===== config.mk =====
export PLATFORM = sky130hd
export DESIGN_NAME = tcp_conn_engine
export DESIGN_NICKNAME = d
export VERILOG_FILES = /design/src/tcp_pkg.sv /design/src/tcp_rx_filter.sv /design/src/tcp_conn_timer.sv /design/src/tcp_conn_ctrl.sv /design/src/tcp_seg_queue.sv /design/src/tcp_tx_port.sv /design/src/tcp_conn_engine.sv
export SDC_FILE = /design/constraint.sdc
export NUM_CORES = 1
export LEC_CHECK = 0
export ABC_AREA = 1
export BUFFER_PORTS_ARGS = -buffer_cell sky130_fd_sc_hd__buf_2
export CAP_MARGIN = 20
export CORE_MARGIN = 3
export CORE_UTILIZATION = 50
export DETAILED_ROUTE_END_ITERATION = 12
export GPL_ROUTABILITY_DRIVEN = 0
export HOLD_SLACK_MARGIN = 0.1
export PLACE_DENSITY = 0.71
export REMOVE_ABC_BUFFERS = 1
export SLEW_MARGIN = 20
export SYNTH_ARGS = -nofsm -noshare
export SYNTH_HDL_FRONTEND = slang
export SYNTH_SLANG_ARGS = --single-unit

===== constraint.sdc =====
create_clock -name clk -period 13.4 [get_ports clk]
set_clock_uncertainty 0.05 [all_clocks]
set_input_delay 2.68 -clock clk [delete_from_list [all_inputs] [get_ports clk]]
set_output_delay 2.68 -clock clk [all_outputs]
set_load 0.05 [all_outputs]

===== src/tcp_pkg.sv =====
package tcp_pkg;

  ///////////////////////////////////////////////////////////////////////
  // header fields
  ///////////////////////////////////////////////////////////////////////

  typedef logic [31:0] seq_t;  // seq or ack number
  typedef logic [15:0] port_t;

  // msb first, same order as the low six bits on the wire
  typedef struct packed {
    logic urg;
    logic ack;
    logic psh;
    logic rst;
    logic syn;
    logic fin;
  } tcp_flags_t;

  localparam tcp_flags_t FLAG_FIN = 6'b000001;
  localparam tcp_flags_t FLAG_SYN = 6'b000010;
  localparam tcp_flags_t FLAG_RST = 6'b000100;
  localparam tcp_flags_t FLAG_ACK = 6'b010000;

  // 102 bits, no options and no payload
  typedef struct packed {
    port_t      src;
    port_t      dst;
    seq_t       seq;
    seq_t       ack;
    tcp_flags_t flags;
  } tcp_seg_t;

  ///////////////////////////////////////////////////////////////////////
  // receive events and connection status
  ///////////////////////////////////////////////////////////////////////

  typedef struct packed {
    logic syn;         // bare syn to the local port
    logic syn_ack_ok;  // syn-ack acking our syn
    logic ack_ok;      // ack closing the 3-way handshake
    logic fin;
    logic rst;
    logic ack_any;     // pure ack, numbers not checked
    logic fin_ack;
  } rx_evt_t;

  typedef enum logic [2:0] {
    conn_closed,
    conn_listening,
    conn_connecting,
    conn_connected,
    conn_disconnecting
  } conn_status_t;

  localparam int TIMEOUT_MS_DEFAULT  = 1000;
  localparam int QUEUE_DEPTH_DEFAULT = 4;

endpackage : tcp_pkg


===== src/tcp_rx_filter.sv =====
module tcp_rx_filter (
  input  logic              rx_val,
  input  tcp_pkg::tcp_seg_t rx_seg,
  input  tcp_pkg::port_t    loc_port,
  input  tcp_pkg::port_t    rem_port,
  input  tcp_pkg::seq_t     loc_seq,
  input  tcp_pkg::seq_t     rem_seq,
  output tcp_pkg::rx_evt_t  rx_evt
);
  import tcp_pkg::*;

  logic dst_ok;   // addressed to our port
  logic conn_ok;  // both ports belong to the live connection
  logic seq_ok;
  logic ack_ok;

  assign dst_ok  = rx_val && (rx_seg.dst == loc_port);
  assign conn_ok = dst_ok && (rx_seg.src == rem_port);
  assign seq_ok  = (rx_seg.seq == rem_seq);
  assign ack_ok  = (rx_seg.ack == loc_seq);

  always_comb begin
    // opening a connection, remote port not known yet
    rx_evt.syn = dst_ok && (rx_seg.flags == FLAG_SYN);

    // active open, peer must ack our isn + 1
    rx_evt.syn_ack_ok = conn_ok && (rx_seg.flags == (FLAG_SYN | FLAG_ACK)) && ack_ok;

    // last leg of the passive open
    rx_evt.ack_ok = conn_ok && (rx_seg.flags == FLAG_ACK) && seq_ok && ack_ok;

    ///////////////////////////////////////////////////////////////////////
    // closing
    ///////////////////////////////////////////////////////////////////////
    rx_evt.fin     = conn_ok && rx_seg.flags.fin;
    rx_evt.rst     = conn_ok && rx_seg.flags.rst;
    rx_evt.ack_any = conn_ok && (rx_seg.flags == FLAG_ACK);
    rx_evt.fin_ack = conn_ok && (rx_seg.flags == (FLAG_FIN | FLAG_ACK));
  end

endmodule : tcp_rx_filter


===== src/tcp_conn_timer.sv =====
module tcp_conn_timer #(
  parameter int TIMEOUT_MS = tcp_pkg::TIMEOUT_MS_DEFAULT
) (
  input  logic clk,
  input  logic fsm_rst,
  input  logic run,
  input  logic tick_ms,
  output logic timeout
);

  localparam int CW = $clog2(TIMEOUT_MS + 1);

  logic [CW-1:0] tick_cnt;

  always_ff @(posedge clk) begin
    if (fsm_rst) begin
      tick_cnt <= '0;
      timeout  <= 1'b0;
    end else begin
      timeout <= 1'b0;  // single-cycle pulse
      if (!run) begin
        tick_cnt <= '0;  // restart with each handshake
      end else if (tick_ms) begin
        if (tick_cnt == CW'(TIMEOUT_MS - 1)) begin
          timeout  <= 1'b1;
          tick_cnt <= '0;
        end else begin
          tick_cnt <= tick_cnt + 1'b1;
        end
      end
    end
  end

endmodule : tcp_conn_timer


===== src/tcp_conn_ctrl.sv =====
module tcp_conn_ctrl (
  input  logic                  clk,
  input  logic                  fsm_rst,
  input  logic                  listen,
  input  logic                  connect,
  input  logic                  disconnect,
  input  tcp_pkg::port_t        loc_port,
  input  tcp_pkg::port_t        rem_port,
  input  tcp_pkg::seq_t         isn,
  input  tcp_pkg::tcp_seg_t     rx_seg,
  input  tcp_pkg::rx_evt_t      rx_evt,
  input  logic                  timeout,
  input  logic                  full,
  output logic                  tmr_run,
  output logic                  push,
  output tcp_pkg::tcp_seg_t     push_seg,
  output tcp_pkg::port_t        cb_loc_port,
  output tcp_pkg::port_t        cb_rem_port,
  output tcp_pkg::seq_t         cb_loc_seq,
  output tcp_pkg::seq_t         cb_rem_seq,
  output tcp_pkg::conn_status_t status
);
  import tcp_pkg::*;

  typedef enum logic [1:0] {
    close_none,
    close_active,
    close_passive,
    close_reset
  } close_t;

  typedef enum logic [3:0] {
    s_closed,
    s_listen,
    s_send_syn,
    s_syn_sent,
    s_send_ack,
    s_send_synack,
    s_synack_sent,
    s_established,
    s_dcn_send_fin,
    s_dcn_fin_sent,
    s_dcn_send_ack,
    s_dcn_send_rst
  } state_t;

  state_t state;
  close_t close;
  logic   last_ack_rec;  // peer acked our fin, waiting for its own
  logic   send_st;

  assign send_st = state inside {s_send_syn, s_send_ack, s_send_synack,
                                 s_dcn_send_fin, s_dcn_send_ack, s_dcn_send_rst};
  assign push    = send_st && !full;  // hold the send state while queue is full

  // handshakes in progress are bounded by the timer
  assign tmr_run = !(state inside {s_closed, s_listen, s_established});

  ///////////////////////////////////////////////////////////////////////
  // outgoing header, built from the control block
  ///////////////////////////////////////////////////////////////////////
  always_comb begin
    push_seg.src = cb_loc_port;
    push_seg.dst = cb_rem_port;
    push_seg.seq = cb_loc_seq;
    push_seg.ack = cb_rem_seq;
    case (state)
      s_send_syn     : push_seg.flags = FLAG_SYN;
      s_send_synack  : push_seg.flags = FLAG_SYN | FLAG_ACK;
      s_send_ack,
      s_dcn_send_ack : push_seg.flags = FLAG_ACK;
      s_dcn_send_fin : push_seg.flags = FLAG_FIN | FLAG_ACK;
      s_dcn_send_rst : push_seg.flags = FLAG_RST | FLAG_ACK;
      default        : push_seg.flags = '0;
    endcase
  end

  always_comb begin
    case (state)
      s_closed       : status = conn_closed;
      s_listen       : status = conn_listening;
      s_established  : status = conn_connected;
      s_dcn_send_fin,
      s_dcn_fin_sent,
      s_dcn_send_ack,
      s_dcn_send_rst : status = conn_disconnecting;
      default        : status = conn_connecting;
    endcase
  end

  always_ff @(posedge clk) begin
    if (fsm_rst) begin
      state        <= s_closed;
      close        <= close_none;
      last_ack_rec <= 1'b0;
    end else begin
      case (state)
        s_closed : begin
          close <= close_none;
          if (listen) begin  // passive open
            cb_loc_port <= loc_port;
            cb_loc_seq  <= isn;
            state       <= s_listen;
          end else if (connect) begin  // active open
            cb_loc_port <= loc_port;
            cb_rem_port <= rem_port;
            cb_loc_seq  <= isn;
            cb_rem_seq  <= '0;  // nothing to ack in the syn
            state       <= s_send_syn;
          end
        end
        s_listen : begin
          if (rx_evt.syn) begin
            cb_rem_port <= rx_seg.src;
            cb_rem_seq  <= rx_seg.seq + 32'd1;
            state       <= s_send_synack;
          end
        end
        s_send_syn,
        s_send_synack : begin
          if (push) begin
            cb_loc_seq <= cb_loc_seq + 32'd1;  // syn uses up one number
            state      <= (state == s_send_syn) ? s_syn_sent : s_synack_sent;
          end
        end
        s_syn_sent : begin
          if (rx_evt.syn_ack_ok) begin
            cb_rem_seq <= rx_seg.seq + 32'd1;
            state      <= s_send_ack;
          end
        end
        s_send_ack    : if (push) state <= s_established;
        s_synack_sent : if (rx_evt.ack_ok) state <= s_established;
        s_established : begin
          if (rx_evt.rst) begin
            close <= close_reset;
            state <= s_dcn_send_rst;
          end else if (rx_evt.fin) begin
            close      <= close_passive;
            cb_rem_seq <= rx_seg.seq + 32'd1;  // ack their fin
            state      <= s_dcn_send_ack;
          end else if (disconnect) begin
            close <= close_active;
            state <= s_dcn_send_fin;
          end
        end

        ///////////////////////////////////////////////////////////////////
        // closing
        ///////////////////////////////////////////////////////////////////
        s_dcn_send_fin : begin
          if (push) begin
            cb_loc_seq   <= cb_loc_seq + 32'd1;
            last_ack_rec <= 1'b0;
            state        <= s_dcn_fin_sent;
          end
        end
        s_dcn_fin_sent : begin
          if (close == close_passive) begin
            if (rx_evt.ack_any) state <= s_closed;  // last ack, done
          end else begin
            if (rx_evt.ack_any) last_ack_rec <= 1'b1;
            if (rx_evt.fin_ack && last_ack_rec) begin
              cb_rem_seq <= rx_seg.seq + 32'd1;
              state      <= s_dcn_send_ack;
            end
          end
        end
        s_dcn_send_ack : begin
          // passive side still owes its own fin
          if (push) state <= (close == close_passive) ? s_dcn_send_fin : s_closed;
        end
        s_dcn_send_rst : if (push) state <= s_closed;
        default        : state <= s_closed;
      endcase
      if (timeout) state <= s_closed;  // give up on a stuck handshake
    end
  end

endmodule : tcp_conn_ctrl


===== src/tcp_seg_queue.sv =====
module tcp_seg_queue #(
  parameter int DEPTH = tcp_pkg::QUEUE_DEPTH_DEFAULT
) (
  input  logic              clk,
  input  logic              fsm_rst,
  input  logic              push,
  input  tcp_pkg::tcp_seg_t push_seg,
  input  logic              pop,
  output tcp_pkg::tcp_seg_t head_seg,
  output logic              full,
  output logic              empty
);
  import tcp_pkg::*;

  localparam int AW = (DEPTH > 1) ? $clog2(DEPTH) : 1;
  localparam int CW = $clog2(DEPTH + 1);

  tcp_seg_t      mem [DEPTH];
  logic [AW-1:0] wr_ptr;
  logic [AW-1:0] rd_ptr;
  logic [CW-1:0] count;

  // wrap at DEPTH, which need not be a power of two
  function automatic logic [AW-1:0] ptr_next(input logic [AW-1:0] ptr);
    return (ptr == AW'(DEPTH - 1)) ? '0 : ptr + 1'b1;
  endfunction

  always_ff @(posedge clk) begin
    if (push) mem[wr_ptr] <= push_seg;
  end

  always_ff @(posedge clk) begin
    if (fsm_rst) begin
      wr_ptr <= '0;
      rd_ptr <= '0;
      count  <= '0;
    end else begin
      if (push) wr_ptr <= ptr_next(wr_ptr);
      if (pop)  rd_ptr <= ptr_next(rd_ptr);
      case ({push, pop})
        2'b10   : count <= count + 1'b1;
        2'b01   : count <= count - 1'b1;
        default : ;  // both or neither
      endcase
    end
  end

  assign head_seg = mem[rd_ptr];
  assign full     = (count == CW'(DEPTH));
  assign empty    = (count == '0);

  a_no_pop_empty : assert property (@(posedge clk) disable iff (fsm_rst) pop |-> !empty)
    else $error("pop from an empty segment queue");
  a_no_push_full : assert property (@(posedge clk) disable iff (fsm_rst) push |-> !full)
    else $error("push into a full segment queue");

endmodule : tcp_seg_queue


===== src/tcp_tx_port.sv =====
module tcp_tx_port (
  input  logic              clk,
  input  logic              fsm_rst,
  input  tcp_pkg::tcp_seg_t head_seg,
  input  logic              empty,
  output logic              pop,
  output logic              tx_req,
  output tcp_pkg::tcp_seg_t tx_seg,
  input  logic              tx_ack
);

  typedef enum logic [1:0] {
    p_idle,  // nothing in flight
    p_req,   // tx_req high, waiting for tx_ack
    p_rel    // tx_req dropped, waiting for tx_ack low
  } port_st_t;

  port_st_t st;

  // idle takes the head at once, release waits for tx_ack low
  assign pop = !empty && ((st == p_idle) || (st == p_rel && !tx_ack));

  always_ff @(posedge clk) begin
    if (pop) tx_seg <= head_seg;
  end

  always_ff @(posedge clk) begin
    if (fsm_rst) begin
      st     <= p_idle;
      tx_req <= 1'b0;
    end else begin
      case (st)
        p_req : begin
          if (tx_ack) begin
            tx_req <= 1'b0;
            st     <= p_rel;
          end
        end
        default : begin
          if (pop) begin
            tx_req <= 1'b1;
            st     <= p_req;
          end else if (!tx_ack) begin
            st <= p_idle;
          end
        end
      endcase
    end
  end

  a_seg_stable : assert property (@(posedge clk) disable iff (fsm_rst)
    tx_req |=> (!tx_req || $stable(tx_seg)))
    else $error("tx_seg changed during a request");
  a_req_after_release : assert property (@(posedge clk) disable iff (fsm_rst)
    $rose(tx_req) |-> $past(!tx_ack))
    else $error("tx_req raised before tx_ack was released");

endmodule : tcp_tx_port


===== src/tcp_conn_engine.sv =====
module tcp_conn_engine #(
  parameter int TIMEOUT_MS  = tcp_pkg::TIMEOUT_MS_DEFAULT,
  parameter int QUEUE_DEPTH = tcp_pkg::QUEUE_DEPTH_DEFAULT
) (
  input  logic                  clk,
  input  logic                  fsm_rst,
  input  logic                  tick_ms,
  input  logic                  listen,
  input  logic                  connect,
  input  logic                  disconnect,
  input  tcp_pkg::port_t        loc_port,
  input  tcp_pkg::port_t        rem_port,
  input  tcp_pkg::seq_t         isn,
  input  logic                  rx_val,
  input  tcp_pkg::tcp_seg_t     rx_seg,
  output logic                  tx_req,
  output tcp_pkg::tcp_seg_t     tx_seg,
  input  logic                  tx_ack,
  output tcp_pkg::conn_status_t status
);
  import tcp_pkg::*;

  rx_evt_t  rx_evt;
  port_t    cb_loc_port;
  port_t    cb_rem_port;
  seq_t     cb_loc_seq;
  seq_t     cb_rem_seq;
  logic     tmr_run;
  logic     timeout;
  logic     push;
  tcp_seg_t push_seg;
  logic     pop;
  tcp_seg_t head_seg;
  logic     full;
  logic     empty;

  tcp_rx_filter rx_filter_inst (
    .rx_val   (rx_val),
    .rx_seg   (rx_seg),
    .loc_port (cb_loc_port),
    .rem_port (cb_rem_port),
    .loc_seq  (cb_loc_seq),
    .rem_seq  (cb_rem_seq),
    .rx_evt   (rx_evt)
  );

  tcp_conn_ctrl conn_ctrl_inst (
    .clk         (clk),
    .fsm_rst     (fsm_rst),
    .listen      (listen),
    .connect     (connect),
    .disconnect  (disconnect),
    .loc_port    (loc_port),
    .rem_port    (rem_port),
    .isn         (isn),
    .rx_seg      (rx_seg),
    .rx_evt      (rx_evt),
    .timeout     (timeout),
    .full        (full),
    .tmr_run     (tmr_run),
    .push        (push),
    .push_seg    (push_seg),
    .cb_loc_port (cb_loc_port),
    .cb_rem_port (cb_rem_port),
    .cb_loc_seq  (cb_loc_seq),
    .cb_rem_seq  (cb_rem_seq),
    .status      (status)
  );

  tcp_conn_timer #(.TIMEOUT_MS (TIMEOUT_MS)) conn_timer_inst (
    .clk     (clk),
    .fsm_rst (fsm_rst),
    .run     (tmr_run),
    .tick_ms (tick_ms),
    .timeout (timeout)
  );

  tcp_seg_queue #(.DEPTH (QUEUE_DEPTH)) seg_queue_inst (
    .clk      (clk),
    .fsm_rst  (fsm_rst),
    .push     (push),
    .push_seg (push_seg),
    .pop      (pop),
    .head_seg (head_seg),
    .full     (full),
    .empty    (empty)
  );

  tcp_tx_port tx_port_inst (
    .clk      (clk),
    .fsm_rst  (fsm_rst),
    .head_seg (head_seg),
    .empty    (empty),
    .pop      (pop),
    .tx_req   (tx_req),
    .tx_seg   (tx_seg),
    .tx_ack   (tx_ack)
  );

endmodule : tcp_conn_engine


==> impl_metrics.csv <==
group,metric,value,unit
status,outcome,"finished, final reports clean",
pwr,p_leak,11.7,nW
timing,rsz0062_at_grt,"false",
routing,routed-via-count,18030,
routing,drc,0,
yosys,synth_seq_cells,624,
cts,ctsHoldBuffers,0,
timing,tightest_slew,1.09,ns
pwr,p_per_area,240,nW/um^2
timing,tns,0,ns
cts,h-tree-depth,3,
yosys,synth.avg_cell_area,11.6,um^2
yosys,ys_seq_area_share,70.5,%
cts,numCtsBuffers,66,
floorplan,core,51600,um^2
min_path,holdCritPathClass,"flop to flop",
global_route,grt_pass1_vias,17698,
worst_setup_path,crit_type,"flop to output pin",
placement,io_buffers,277,
floorplan,die_h,235,um
yosys,yosys_warnings,0,
pwr,ir_drop,0.000122,V
timing,period_share,40.6,%
pwr,combPwrFrac,30.1,%
cts,worstSkewPairLatency,0.59,ns
cts,clk_path_buf_depth,3,
worst_setup_path,end_kind,"output pin",
layout,synthToLayoutAreaGrowth,16.6,%
worst_setup_path,max_stage_delay,0.45,ns
layout,nets,2733,
yosys,synthCells,2265,
global_route,antenna_found_initial,14,
worst_setup_path,cpMaxStageDelayCell,"nor2_2",
floorplan,start_util,50.7,%
routing,dr.pass1.iters,6,
global_route,grt_overflow,0,
layout,layout_commonest_cell,"edfxtp_1",
timing,hold_viol,0,
worst_setup_path,cp_max_fo,28,
timing,fmax,184,MHz
floorplan,ios,280,
layout,final_layout_size_suffix_gt1_share,18.0,%
worst_setup_path,cp_cell_sequence,"inv_1 > nor2_1 > inv_1 > nor2_2 > inv_2 > nand2_1 > buf_2",
yosys,synth_ff_type,"edfxtp_1",
routing,routed_wl,63.9,mm
pwr,switchingPower,2.77,mW
cts,clk_pin_slew_worst_paths,0.06,ns
timing,max-slew-margin-rel,27.4,%
yosys,ys_types,54,
worst_setup_path,worst-endpoint-required,10.67,ns
routing,postRouteAntennaNets,0,
cts,cts_root_buffer,"clkbuf_16",
pwr,power_frac_clock,24.9,%
timing,min_period,5.44,ns
yosys,async_flop_share,0,%
flow_run,max_cap_viol_count,0,
layout,layout_common_cells,"596 x edfxtp_1, 388 x nand2_1, 348 x nor2_1",
floorplan,rows,83,
cts,cts.sinks,624,
cts,cts_tree,"yes",
routing,wire_per_inst,19.5,um
timing,setup_viol,0,
timing,slew_violations,0,
global_route,grt_pass1_wl,98.2,mm
pwr,seqPwrFrac,45.1,%
global_route,grt_max_degree,105,
floorplan,die_area,55200,um^2
worst_setup_path,arrival,2.71,ns
timing,whs,0.425,ns
worst_setup_path,cp-start-kind,"flop",
global_route,grt_usage,22.7,%
cts,cts_setup_buffers,0,
routing,vias_per_cell,5.49,
cts,cts_resized,0,
placement,dp_hpwl,39.3,mm
pwr,internal_power,4.57,mW
pwr,swShare,37.7,%
yosys,synth.cell_area,26200,um^2
routing,drtIter0Drc,1664,
floorplan,die_w,235,um
worst_setup_path,crit_path_frequent_cell,"inv_1",
yosys,synth_edf_count,596,
layout make-up:
cell class | instances | area [um^2]
clock inverters | 35 | 337
well taps | 680 | 851
clock buffers | 82 | 1830
repair buffers | 297 | 1540
fillers | 4118 | 21100
multi-input cells | 1366 | 6770
diodes | 9 | 22.5
inverters | 194 | 736
flip-flops and latches | 624 | 18500
cell usage after synthesis (all sizes together), types with 2 or more instances:
cell / number / area, um^2
clkinv: 3 / 12.5
a211oi: 2 / 15.0
dfxtp: 28 / 561
clkbuf: 74 / 278
o21bai: 2 / 15.0
nor3b: 8 / 60.1
xnor2: 8 / 70.1
xor2: 69 / 604
o21ai: 244 / 1220
edfxtp: 596 / 17900
nand3b: 4 / 30.0
o31ai: 4 / 30.0
nor4: 4 / 31.3
nand3: 36 / 218
o22ai: 103 / 651
buf: 8 / 41.3
a31oi: 4 / 25.0
nor3: 36 / 196
inv: 191 / 717
nor2: 371 / 1490
ha: 9 / 113
nand4: 15 / 100
nand2: 396 / 1520
a21oi: 34 / 174
or2: 3 / 18.8
and3: 2 / 12.5
worst paths after layout:
| path | start | end | slack, ns | cells after the start |
|---|---|---|---|---|
| worst min register to register | conn_ctrl_inst.close[0] | conn_ctrl_inst.close[0] | 0.43 | 2 |
| worst max-delay path | conn_ctrl_inst.state[0] | status[0] | 7.96 | 7 |
| worst max register to register | conn_ctrl_inst.state[1] | conn_ctrl_inst.cb_loc_seq[15] | 9.73 | 9 |
| worst min-delay path | conn_ctrl_inst.close[0] | conn_ctrl_inst.close[0] | 0.43 | 2 |
flip-flops by register name (all words and copies together), names as in the netlist:
signal and cells:
seg_queue_inst.wr_ptr 2, tx_port_inst.st 2, seg_queue_inst.mem 400, conn_ctrl_inst.cb_loc_port 16
conn_ctrl_inst.last_ack_rec 1, conn_ctrl_inst.state 4, seg_queue_inst.count 3, conn_ctrl_inst.cb_rem_port 16
conn_timer_inst.timeout 1, conn_ctrl_inst.cb_rem_seq 32, conn_timer_inst.tick_cnt 10, conn_ctrl_inst.cb_loc_seq 32
tx_port_inst.tx_req 1, conn_ctrl_inst.close 2, tx_port_inst.tx_seg 100, seg_queue_inst.rd_ptr 2
layer usage:
layer  global-route usage, %  wire, um  vias up
met5                       0        51        -
met4                    9.11      2010       10
met3                    4.33      4340      138
met2                    37.0     30900      669
met1                    30.2     26600     8771
li1                        -         -     8442
power groups by stage:
stage	clock, mW	combinational [mW]	sequential [mW]
3_3_place_gp	0	2.17	3.32
5_1_grt	1.94	2.39	3.37
6_report	1.82	2.20	3.31
2_1_floorplan	0	0.931	3.91
4_1_cts	1.85	2.22	3.31
3_5_place_dp	0	2.21	3.35
critical path: cells and delay by family, from the launching register on:
| family | cells | cell delay, ns |
|---|---|---|
| buffers and inverters | 4 | 0.91 |
| AND/OR/NAND/NOR | 3 | 0.81 |
| flip-flops | 1 | 0.39 |
stage by stage:
step | instances | util (%) | area (um^2) | setup WS, ns | power [mW]
CTS | 3278 | 59.1 | 30500 | 7.93 | 7.39
global route | 3287 | 59.2 | 30500 | 7.78 | 7.70
finish | 3287 | 59.2 | 30500 | 7.96 | 7.33
global placement | 3161 | 54.9 | 28400 | 8.09 | 5.48
detailed placement | 3161 | 54.9 | 28400 | 8.03 | 5.56
floorplan | 2184 | - | 25900 | 1.82 | 4.84
kinds of logic after synthesis:
logic type      share of synthesized area, %
buf+inv                                 4.00
other cells                           0.0143
flops                                   70.5
fa+ha+maj                              0.506
simple gates                            14.0
xor+xnor                                2.57
compound gates                          8.39
No activity file was read; power rests on OpenSTA's default activity.
